--- src/spi_resp_pkg.sv ---
////////////////////////////////////////////////////////////
// sizes, localparams and packed payload structs shared by the
// SPI response path RTL and its testbench, used by scoped names
////////////////////////////////////////////////////////////

package spi_resp_pkg;

  // number of independent response sources and the width of a source number
  localparam int num_sources = 3;
  localparam int src_bits = $clog2(num_sources);

  // a full response is cut into narrow chunks for the SPI side
  localparam int resp_bits = 32;
  localparam int chunk_bits = 8;
  localparam int chunks_per_resp = resp_bits / chunk_bits;
  localparam int chunk_count_bits = $clog2(chunks_per_resp);

  // every msg_queue in the path holds this many entries
  localparam int queue_depth = 2;
  localparam int queue_count_bits = $clog2(queue_depth + 1);

  typedef logic [src_bits-1:0] src_t;
  typedef logic [chunk_count_bits-1:0] chunk_count_t;
  typedef logic [queue_count_bits-1:0] queue_count_t;

  // counter values the RTL compares against
  localparam chunk_count_t last_chunk = chunk_count_t'(chunks_per_resp - 1);
  localparam queue_count_t queue_full = queue_count_t'(queue_depth);

  // one complete response as delivered by a source
  typedef struct packed {
    logic [resp_bits-1:0] data;
  } response_t;

  // one chunk leaving a disassembler, last marks the final chunk of a response
  typedef struct packed {
    logic                  last;
    logic [chunk_bits-1:0] data;
  } chunk_t;

  // a framed chunk as the SPI wrapper sees it, tagged with its source number
  typedef struct packed {
    src_t                  src;
    logic                  last;
    logic [chunk_bits-1:0] data;
  } spi_flit_t;

endpackage

--- src/msg_queue.sv ---
////////////////////////////////////////////////////////////
// two-entry val/rdy queue with registered outputs, the payload
// type is a parameter so one queue serves responses and flits
////////////////////////////////////////////////////////////

`timescale 1ns/10ps

module msg_queue #(
  parameter type payload_t = logic
) (
  input  logic     clk,
  input  logic     reset,

  input  logic     enq_val,
  output logic     enq_rdy,
  input  payload_t enq_msg,

  output logic     deq_val,
  input  logic     deq_rdy,
  output payload_t deq_msg
);

  // head is what the consumer sees, tail only holds the second entry
  payload_t                   head_msg;
  payload_t                   tail_msg;
  spi_resp_pkg::queue_count_t count;

  logic do_enq;
  logic do_deq;

  // enq_rdy looks only at the registered count, so there is no
  // combinational path from deq_rdy back to the producer
  assign enq_rdy = (count < spi_resp_pkg::queue_full);
  assign deq_val = (count != '0);
  assign deq_msg = head_msg;

  assign do_enq = enq_val & enq_rdy;
  assign do_deq = deq_val & deq_rdy;

  always_ff @(posedge clk) begin
    if (reset) begin
      count <= '0;
    end else begin
      case ({do_enq, do_deq})
        2'b10:   count <= count + 1'b1;
        2'b01:   count <= count - 1'b1;
        default: count <= count;
      endcase
    end
  end

  // storage carries no reset, the count alone says which entries are live
  always_ff @(posedge clk) begin
    // a push lands in head when the queue is empty or the head is leaving
    if (do_enq && ((count == '0) ||
        ((count == spi_resp_pkg::queue_count_t'(1)) && do_deq))) begin
      head_msg <= enq_msg;
    end else if (do_deq && (count == spi_resp_pkg::queue_full)) begin
      // full queue popping, the second entry moves up
      head_msg <= tail_msg;
    end

    // with one entry held and no pop the new entry waits behind it
    if (do_enq && (count == spi_resp_pkg::queue_count_t'(1)) && !do_deq) begin
      tail_msg <= enq_msg;
    end
  end

endmodule

--- src/packet_disassembler.sv ---
////////////////////////////////////////////////////////////
// cuts one queued response into chunks for the narrow SPI side,
// most significant byte first, with last on the final chunk
////////////////////////////////////////////////////////////

`timescale 1ns/10ps

module packet_disassembler (
  input  logic                     clk,
  input  logic                     reset,

  // queued response from the source queue
  input  logic                     resp_val,
  output logic                     resp_rdy,
  input  spi_resp_pkg::response_t  resp_msg,

  // chunk stream towards the arbiter
  output logic                     chunk_val,
  input  logic                     chunk_rdy,
  output spi_resp_pkg::chunk_t     chunk_msg
);

  // response being sent, the next chunk always sits in the top bits
  logic [spi_resp_pkg::resp_bits-1:0] shift_reg;

  // number of chunks already sent from the current response
  spi_resp_pkg::chunk_count_t count;

  // high from the load until the last chunk has transferred
  logic busy;

  logic load;
  logic xfer;
  logic is_last;

  // a new response is only taken while idle, so after the final chunk
  // there is always one cycle with chunk_val low before the next one
  assign resp_rdy = !busy;
  assign load = resp_val & resp_rdy;

  // the arbiter keeps its grant as long as this stays high, so val
  // must not drop between the chunks of one response
  assign chunk_val = busy;
  assign xfer = chunk_val & chunk_rdy;

  assign is_last = (count == spi_resp_pkg::last_chunk);

  assign chunk_msg.last = is_last;
  assign chunk_msg.data = shift_reg[spi_resp_pkg::resp_bits-1 -: spi_resp_pkg::chunk_bits];

  // control state
  always_ff @(posedge clk) begin
    if (reset) begin
      busy  <= 1'b0;
      count <= '0;
    end else if (load) begin
      busy  <= 1'b1;
      count <= '0;
    end else if (xfer) begin
      count <= count + 1'b1;
      // final chunk accepted, go idle for the one-cycle gap
      if (is_last) begin
        busy <= 1'b0;
      end
    end
  end

  // payload register, only meaningful while busy
  always_ff @(posedge clk) begin
    if (load) begin
      shift_reg <= resp_msg.data;
    end else if (xfer) begin
      // move the next byte up into the output position
      shift_reg <= {
        shift_reg[spi_resp_pkg::resp_bits-spi_resp_pkg::chunk_bits-1:0],
        {spi_resp_pkg::chunk_bits{1'b0}}
      };
    end
  end

endmodule

--- src/response_arbiter.sv ---
////////////////////////////////////////////////////////////
// picks one disassembler at a time for the SPI output and tags
// each chunk with its source number, grant is held per packet
////////////////////////////////////////////////////////////

`timescale 1ns/10ps

module response_arbiter (
  input  logic                      clk,
  input  logic                      reset,

  // one chunk stream per source
  input  logic                      chunk_val [spi_resp_pkg::num_sources],
  output logic                      chunk_rdy [spi_resp_pkg::num_sources],
  input  spi_resp_pkg::chunk_t      chunk_msg [spi_resp_pkg::num_sources],

  // framed chunks towards the output queue
  output logic                      flit_val,
  input  logic                      flit_rdy,
  output spi_resp_pkg::spi_flit_t   flit_msg
);

  // source that owns the output this cycle
  spi_resp_pkg::src_t grant;

  // grant of the previous cycle, used to keep a packet together
  spi_resp_pkg::src_t prev_grant;

  // lowest numbered source with val high, or source 0 when none is valid
  spi_resp_pkg::src_t encoder_out;

  // priority encoder
  // walking from the highest index down lets the lowest valid index win
  always_comb begin
    encoder_out = '0;
    for (int i = spi_resp_pkg::num_sources - 1; i >= 0; i--) begin
      if (chunk_val[i]) begin
        encoder_out = spi_resp_pkg::src_t'(i);
      end
    end
  end

  // a disassembler keeps val high across all chunks of a response and
  // drops it for one cycle afterwards, so a low val on the previous
  // owner marks a packet boundary where the grant may move
  always_comb begin
    if (chunk_val[prev_grant]) begin
      grant = prev_grant;
    end else begin
      grant = encoder_out;
    end
  end

  // only the granted source may see the downstream ready
  always_comb begin
    for (int i = 0; i < spi_resp_pkg::num_sources; i++) begin
      if (grant == spi_resp_pkg::src_t'(i)) begin
        chunk_rdy[i] = flit_rdy;
      end else begin
        chunk_rdy[i] = 1'b0;
      end
    end
  end

  // val is gated by ready, so a stalled output queue sees nothing at all
  assign flit_val = chunk_val[grant] & chunk_rdy[grant];

  // prefix the granted chunk with its source number
  assign flit_msg.src  = grant;
  assign flit_msg.last = chunk_msg[grant].last;
  assign flit_msg.data = chunk_msg[grant].data;

  // trailing copy of the grant, updated on every edge whether or not
  // a chunk moved, so a stalled packet keeps its owner
  always_ff @(posedge clk) begin
    if (reset) begin
      prev_grant <= '0;
    end else begin
      prev_grant <= grant;
    end
  end

endmodule

--- src/spi_response_path.sv ---
////////////////////////////////////////////////////////////
// response return path top, per-source queues and disassemblers
// merged by the arbiter into one registered SPI-side flit stream
////////////////////////////////////////////////////////////

`timescale 1ns/10ps

module spi_response_path (
  input  logic                      clk,
  input  logic                      reset,

  // one response stream per source
  input  logic                      resp_val [spi_resp_pkg::num_sources],
  output logic                      resp_rdy [spi_resp_pkg::num_sources],
  input  spi_resp_pkg::response_t   resp_msg [spi_resp_pkg::num_sources],

  // framed chunks for the SPI wrapper
  output logic                      spi_val,
  input  logic                      spi_rdy,
  output spi_resp_pkg::spi_flit_t   spi_msg
);

  // source queue outputs into the disassemblers
  logic                      q_val [spi_resp_pkg::num_sources];
  logic                      q_rdy [spi_resp_pkg::num_sources];
  spi_resp_pkg::response_t   q_msg [spi_resp_pkg::num_sources];

  // disassembler chunks into the arbiter
  logic                      chunk_val [spi_resp_pkg::num_sources];
  logic                      chunk_rdy [spi_resp_pkg::num_sources];
  spi_resp_pkg::chunk_t      chunk_msg [spi_resp_pkg::num_sources];

  // arbiter output into the output queue
  logic                      flit_val;
  logic                      flit_rdy;
  spi_resp_pkg::spi_flit_t   flit_msg;

  // each source gets its own queue and disassembler
  for (genvar i = 0; i < spi_resp_pkg::num_sources; i++) begin : g_source
    msg_queue #(
      .payload_t (spi_resp_pkg::response_t)
    ) u_resp_queue (
      .clk     (clk),
      .reset   (reset),
      .enq_val (resp_val[i]),
      .enq_rdy (resp_rdy[i]),
      .enq_msg (resp_msg[i]),
      .deq_val (q_val[i]),
      .deq_rdy (q_rdy[i]),
      .deq_msg (q_msg[i])
    );

    packet_disassembler u_disasm (
      .clk       (clk),
      .reset     (reset),
      .resp_val  (q_val[i]),
      .resp_rdy  (q_rdy[i]),
      .resp_msg  (q_msg[i]),
      .chunk_val (chunk_val[i]),
      .chunk_rdy (chunk_rdy[i]),
      .chunk_msg (chunk_msg[i])
    );
  end

  response_arbiter u_arbiter (
    .clk       (clk),
    .reset     (reset),
    .chunk_val (chunk_val),
    .chunk_rdy (chunk_rdy),
    .chunk_msg (chunk_msg),
    .flit_val  (flit_val),
    .flit_rdy  (flit_rdy),
    .flit_msg  (flit_msg)
  );

  // registers the SPI side and cuts the ready path back into the arbiter
  msg_queue #(
    .payload_t (spi_resp_pkg::spi_flit_t)
  ) u_spi_queue (
    .clk     (clk),
    .reset   (reset),
    .enq_val (flit_val),
    .enq_rdy (flit_rdy),
    .enq_msg (flit_msg),
    .deq_val (spi_val),
    .deq_rdy (spi_rdy),
    .deq_msg (spi_msg)
  );

endmodule

--- config.mk ---
export PLATFORM = sky130hd
export DESIGN_NAME = spi_response_path
export DESIGN_NICKNAME = d
export VERILOG_FILES = /design/src/spi_resp_pkg.sv /design/src/msg_queue.sv /design/src/packet_disassembler.sv /design/src/response_arbiter.sv /design/src/spi_response_path.sv
export SDC_FILE = /design/constraint.sdc
export NUM_CORES = 1
export LEC_CHECK = 0
export BUFFER_PORTS_ARGS = -buffer_cell sky130_fd_sc_hd__buf_2
export CORE_MARGIN = 8
export CORE_UTILIZATION = 30
export DETAILED_ROUTE_END_ITERATION = 16
export PLACE_DENSITY = 0.44
export RECOVER_POWER = 100
export SYNTH_ARGS = -nofsm -noshare
export SYNTH_HDL_FRONTEND = slang
export SYNTH_SLANG_ARGS = --single-unit
export TNS_END_PERCENT = 20
--- constraint.sdc ---
create_clock -name clk -period 3.5 [get_ports clk]
set_input_delay 0.175 -clock clk [delete_from_list [all_inputs] [get_ports clk]]
set_output_delay 0.175 -clock clk [all_outputs]
set_load 0.02 [all_outputs]
After elaboration in Yosys (flattened, before gate mapping)
Cells that the tools add are included.
Cells by class
  add/subtract/negate cells: 11
  multiply operators: 0
  divide/modulo/power cells: 0
  $lt $le $gt $ge: 6
  equal/unequal tests: 21
  shift operators: 0
  mux-type cells: 46
  bitwise logic cells: 14
  reductions and logical operators: 60
Operator list (number)
  two-way mux 32 bit: 12
  nonzero test 2 bit: 18
  == test 2 bit, second input constant: 12
  two-way mux 11 bit: 2
  logical AND 1 bit: 20
  binary-select mux 9 bit (select 2 bit): 1
  == test 2 x 1 -> 1 bit, second input constant: 9
  two-way mux 1 bit: 18
  two-way mux 9 bit: 2
  one-hot mux 2 bit (2 select lines): 4
  adder 2 x 1 -> 2 bit, second input constant: 7
  bitwise AND 1 bit: 12
  logical NOT 2 bit: 5
  less-than comparator 2 bit, second input constant: 4
  two-way mux 2 bit: 4
  subtractor 2 x 1 -> 2 bit, second input constant: 4
  logical NOT 1 bit: 7
  binary-select mux 1 bit (select 2 bit): 3
  greater-or-equal comparator 3 bit, second input constant: 2
  NOT 2 -> 3 bit: 2
  AND reduction 2 bit: 3
  OR reduction 2 bit: 3
  logical OR 1 bit: 4
Word-level totals
  register bits after elaboration: 329
  bits in latches: 0
  bits in writable memories: 0
  bits in read-only memories: 0
  input port bits: 102
  output and inout port bits: 15
  logic and storage cells: 184
  memories: 0

Depth between registers and ports, before layout
  word-level depth: 14
  gate-level depth with buffers: 9
  depth with buffers taken out: 8

By module
A second synthesis with hierarchy kept.
Unflattened totals
  cell total of the unflattened synthesis: 754
  area total of the unflattened synthesis: 14441.4 um^2
By module, submodules not included
  msg_queue at g_source[0].u_resp_queue ...: instances 3, cells an instance 119, area each 2656.3 um^2, sequential area each 1961.9 um^2
  packet_disassembler: instances 3, cells an instance 94, area each 1640.3 um^2, sequential area each 1021.0 um^2
  msg_queue at u_spi_queue: instances 1, cells an instance 54, area each 1027.2 um^2, sequential area each 700.7 um^2
  response_arbiter: instances 1, cells an instance 61, area each 524.3 um^2, sequential area each 40.0 um^2

Worst setup path before layout
OpenSTA, ideal clock, no wires.
  path kind: register to register
  start: register g_source[2].u_resp_queue.count[1]
  end: register g_source[2].u_resp_queue.tail_msg[0] (netlist name), enable pin
  setup time: 468 ps
  arrival time: 3385 ps
  data required time: 3032 ps
  path slack: -353 ps
  cell stages (with the launch flop): 6
  path buffers: 1
  clock period less this slack: 3853 ps
  cells stage by stage: dfxtp_1 > inv_1 > ha_1 > nor2_2 > clkbuf_1 > nor3b_1
On the way
  longest elaborated chain between the ends: 4
  elaborated cells on any way between the ends: 8
  classes of those cells: 1 x order compare; 1 x eq/ne; 2 x bitwise; 4 x reduce/logical
RTL lines
  start: declaration: RTL line msg_queue.sv:26  | spi_resp_pkg::queue_count_t count;
  start signal: assignment: RTL line msg_queue.sv:45  | 2'b10: count <= count + 1'b1;
  start signal: assignment: RTL line msg_queue.sv:46  | 2'b01: count <= count - 1'b1;
  start signal: assignment: RTL line msg_queue.sv:47  | default: count <= count;
  less-than comparator 2 bit: RTL line msg_queue.sv:33  | assign enq_rdy = (count < spi_resp_pkg::queue_full);
  via g_source[2].u_resp_queue.enq_rdy: RTL line msg_queue.sv:15  | output logic enq_rdy,
  bitwise AND 1 bit: RTL line msg_queue.sv:37  | assign do_enq = enq_val & enq_rdy;
  logical AND 1 bit (2 in a row): RTL line msg_queue.sv:64  | if (do_enq && (count == spi_resp_pkg::queue_count_t'(1)) && !do_deq) begin
  end signal: assignment: RTL line msg_queue.sv:65  | tail_msg <= enq_msg;
  end: declaration: RTL line msg_queue.sv:25  | payload_t tail_msg;
The timed path passes the listed nets, and every way through them passes these cells.
A chain may end at the register's enable or synchronous reset.

Worst setup path after layout
  start: register g_source[2].u_resp_queue.count[0]
  end: register g_source[2].u_disasm.shift_reg[12] (netlist name), data pin
On the way
  longest elaborated chain between the ends: 3
RTL lines
  nonzero test 2 bit: RTL line msg_queue.sv:34  | assign deq_val = (count != '0);
  bitwise AND 1 bit: RTL line packet_disassembler.sv:39  | assign load = resp_val & resp_rdy;
  two-way mux 32 bit: RTL line packet_disassembler.sv:70  | if (load) begin
  end signal: assignment: RTL line packet_disassembler.sv:71  | shift_reg <= resp_msg.data;
  end signal: assignment: RTL line packet_disassembler.sv:74  | shift_reg <= {
  end: declaration: RTL line packet_disassembler.sv:24  | logic [spi_resp_pkg::resp_bits-1:0] shift_reg;
Every way passes these cells.

==> flow_summary.rst <==
.. list-table::
   :header-rows: 1

   * - Metric
     - Value
   * - Post-synth top flop
     - sky130_fd_sc_hd__edfxtp_1
   * - WP depth
     - 5
   * - Top cell type's share of synthesized area
     - 0.704
   * - Classification of the worst setup path
     - flop to flop
   * - FFs w/ async S/R, synth
     - 0
   * - Synthesized instance count
     - 727
   * - Number of buffers between clock root and the deepest sink
     - 3
   * - Average footprint of a synthesized cell
     - 18.2 µm²
   * - Global-route wire length before repair
     - slightly above 40 mm
   * - Overall overflow remaining after global route
     - 0
   * - Final antenna-violating net count
     - 0
   * - Gp weighted congestion
     - 0.719
   * - Buf+Inv Stages, Crit Path
     - 2
   * - Maximum fanout along the worst path
     - 23
   * - Vias in the first global route
     - between 7,000 and 8,000
   * - Leakage power figure
     - approximately 0.0057 µW
   * - Placeable core region
     - approximately 44,000 µm²
   * - Reported max-cap violation count
     - 1
   * - Cts bufs inserted
     - 39
   * - Worst-case reg-to-reg path depth
     - 5
   * - Endpoint of the worst register-to-register path
     - g_source[2].u_disasm.shift_reg[12]
   * - Half-perimeter wire length of the detailed placement result
     - 16.6 mm
   * - Commonest non-fill, non-tap cells in the layout
     - sky130_fd_sc_hd__edfxtp_1 (310), sky130_fd_sc_hd__mux2_2 (165), sky130_fd_sc_hd__clkbuf_1 (104)
   * - Most area-hungry cell type in the Yosys netlist
     - sky130_fd_sc_hd__edfxtp_1
   * - Fraction of final layout cells sized beyond drive strength 1
     - 0.275
   * - Hold Path Depth
     - 2
   * - Die ar.
     - a little over 50,000 µm²
   * - Syn. warnings
     - 0
   * - Number of distinct library cells after synthesis
     - between 40 and 50
   * - Family with the most delay on the worst path
     - buffers and inverters
   * - Crit path max-delay cell type
     - sky130_fd_sc_hd__clkbuf_1
   * - Unrepaired setup endpoints after global routing
     - no
   * - Post-route met1 wirelength
     - 12.7 mm
   * - Effective utilization at floorplan
     - 0.301
   * - Origin of the critical flop-to-flop path
     - g_source[2].u_resp_queue.count[0]
   * - CTS tree
     - done
   * - Cell area after synthesis
     - around 13,000 µm²
   * - Total inserted antenna cells
     - 0
   * - Met2 wire length
     - about 12 mm
   * - Max H-tree Level
     - 2
   * - Relative max-transition margin
     - -0.135
   * - Die X
     - 226 µm
   * - Die height
     - 226 µm
   * - Synth Register Bits
     - around 330
   * - Crit path arrival time
     - about 3000 ps
   * - Number of vias after detailed routing
     - between 6,000 and 7,000
   * - Worst voltage drop across the vdd grid
     - roughly 0.00045 V
   * - Hold violation total from the final report
     - 0
   * - Worst stage delay on the critical path
     - 900 ps
   * - Sequential cell area fraction in the yosys report
     - 0.733
   * - Post-synthesis net count
     - 848
   * - Total I/O pin count
     - ~120
   * - FP Rows
     - a little under 80
   * - Worst-case clock skew
     - about 23 ps
   * - Timing-limited maximum frequency
     - between 0.3 and 0.4 GHz
   * - Result of the run
     - complete, but fails checks
   * - Average routed wire per standard cell
     - about 17 µm
   * - Pre-antenna DRT Iters
     - 4
   * - Number of DRC violations after detailed-routing iteration 0
     - ~310
   * - Type of element launching the critical path
     - flop
   * - Crit end category
     - flop
   * - Fin crit period
     - approximately 2700 ps
   * - Ordered list of cells on the worst path
     - inv_1 > ha_1 > nor2_4 > clkbuf_1 > mux2_2
   * - Max layer used
     - met4
   * - Crit. Startpoint
     - g_source[2].u_resp_queue.count[0]
   * - Via/cell ratio
     - ~4.3
   * - Total of buffers placed on input and output ports
     - 116
   * - Met3 wirelength from detailed routing
     - roughly 1.1 mm
   * - Critical path data required time
     - approximately 3800 ps
   * - Commonest non-fill, non-tap cell in the layout
     - sky130_fd_sc_hd__edfxtp_1
   * - Root Driver
     - sky130_fd_sc_hd__clkbuf_16
   * - Final #Nets
     - between 1,000 and 1,500
   * - End of the critical path
     - g_source[2].u_disasm.shift_reg[12]
   * - Total Wirelength
     - about 27 mm
   * - Cell types occupying the most area after synthesis
     - sky130_fd_sc_hd__edfxtp_1 (70%), sky130_fd_sc_hd__mux2_2 (15%), sky130_fd_sc_hd__dfxtp_1 (2.9%), sky130_fd_sc_hd__ha_1 (1.8%), sky130_fd_sc_hd__and2_1 (1.1%)
   * - Resized cells post-CTS
     - 0
   * - Number of flops mapped to enable cells by yosys
     - 310
   * - Clk_lat worst skew
     - about 550 ps
   * - Register-to-Register Setup Slack
     - slightly below 800 ps
   * - Failing checks
     - capacitance limit, slew limit
   * - Number of remaining DRC errors
     - 0
   * - Overall power consumption
     - 14,600 µW
   * - Count of clock tree sinks
     - about 330
   * - Setup tns final
     - 0 ps
   * - Count of endpoints failing setup in the final report
     - 0
   * - CTS clock-pin slew for the worst setup and hold paths
     - 60 ps
   * - Largest net degree at the start of global routing
     - 36
   * - Number of antenna violations at the first check in global routing
     - 1
   * - Transition at the pin with the smallest max-transition slack
     - around 1700 ps
   * - Worst Hold Class
     - primary input to flop
   * - Pins Over Slew Limit
     - 33
   * - Total power density per cell area
     - a little under 900 nW/µm²
   * - Global routing usage summed across all routing layers
     - 0.105
   * - Final-layout fill cell count
     - slightly above 4,000
   * - Layout overhead on the synthesized area
     - 25.4%
   * - Final period utilization
     - 0.779
## synthesized netlist by cell type (all sizes together), types with 2 or more instances
cell type and n:
edfxtp 310, mux2 179, buf 27, and2 24, dfxtp 19, ha 19
a211oi 13, inv 12, nor2 12, o211ai 12, or2 11, xor2 11
clkbuf 10, o31ai 10, nand2 9, o22ai 9, nor2b 8, nor3 6
a21oi 4, o21ai 4, mux2i 3, nor3b 3, a21o 2, o21a 2
## stage by stage
stage               instances  instance area [µm²]   util  hold WS, ps  setup WS, ps
floorplan                 727                13200      -          274          -310
global placement         1416                14500  0.332          366          1120
detailed placement       1416                14500  0.332          368           999
CTS                      1582                16800  0.383         34.3           971
global route             1582                16600  0.378         78.7           455
finish                   1582                16600  0.378         62.8           774
## where the power goes
| group | switching [µW] | internal, µW | leakage (µW) |
|---|---|---|---|
| logic | 2140 | 1600 | 0.00196 |
| registers | 442 | 6320 | 0.00308 |
| clock network | 1570 | 2510 | 0.000626 |
## how the worst min path moves through the flow
stage,start,end
2_1_floorplan,resp_msg[64],g_source[0].u_resp_queue.tail_msg[0]
3_3_place_gp,resp_msg[60],g_source[1].u_resp_queue.tail_msg[28]
3_5_place_dp,resp_msg[87],g_source[0].u_resp_queue.tail_msg[23]
4_1_cts,reset,u_spi_queue.count[0]
5_1_grt,reset,g_source[2].u_resp_queue.count[0]
6_report,reset,u_spi_queue.count[0]
## layout make-up
class,count,area [µm²],area share
flip-flops and latches,329,9690,0.585
well taps,592,741,0.0447
inverters,13,48.8,0.00295
multi-input cells,348,3260,0.197
clock inverters,19,228,0.0137
clock buffers,51,1060,0.0641
repair buffers,230,1540,0.0928
## layer usage
metal	GRT usage	vias up
met4	0.0459	0
met2	0.161	120
met1	0.141	3275
met3	0.0239	51
met5	0	-
li1	-	3279
## cell families after synthesis
group / synth area share
AO/OA/AOI/OAI: 0.0364
AND/OR/NAND/NOR: 0.0322
flip-flops: 0.733
adder cells (fa/ha/maj): 0.0180
XOR/XNOR: 0.00729
buffers and inverters: 0.0181
multiplexers: 0.155
## timing repair
action,4_1_cts,5_1_grt
setup endpoints to repair,0,0
endpoints found under the hold margin,192,0
setup buffers,0,0
hold buffers,96,0
Note: power is estimated with default switching activity, not from simulation.
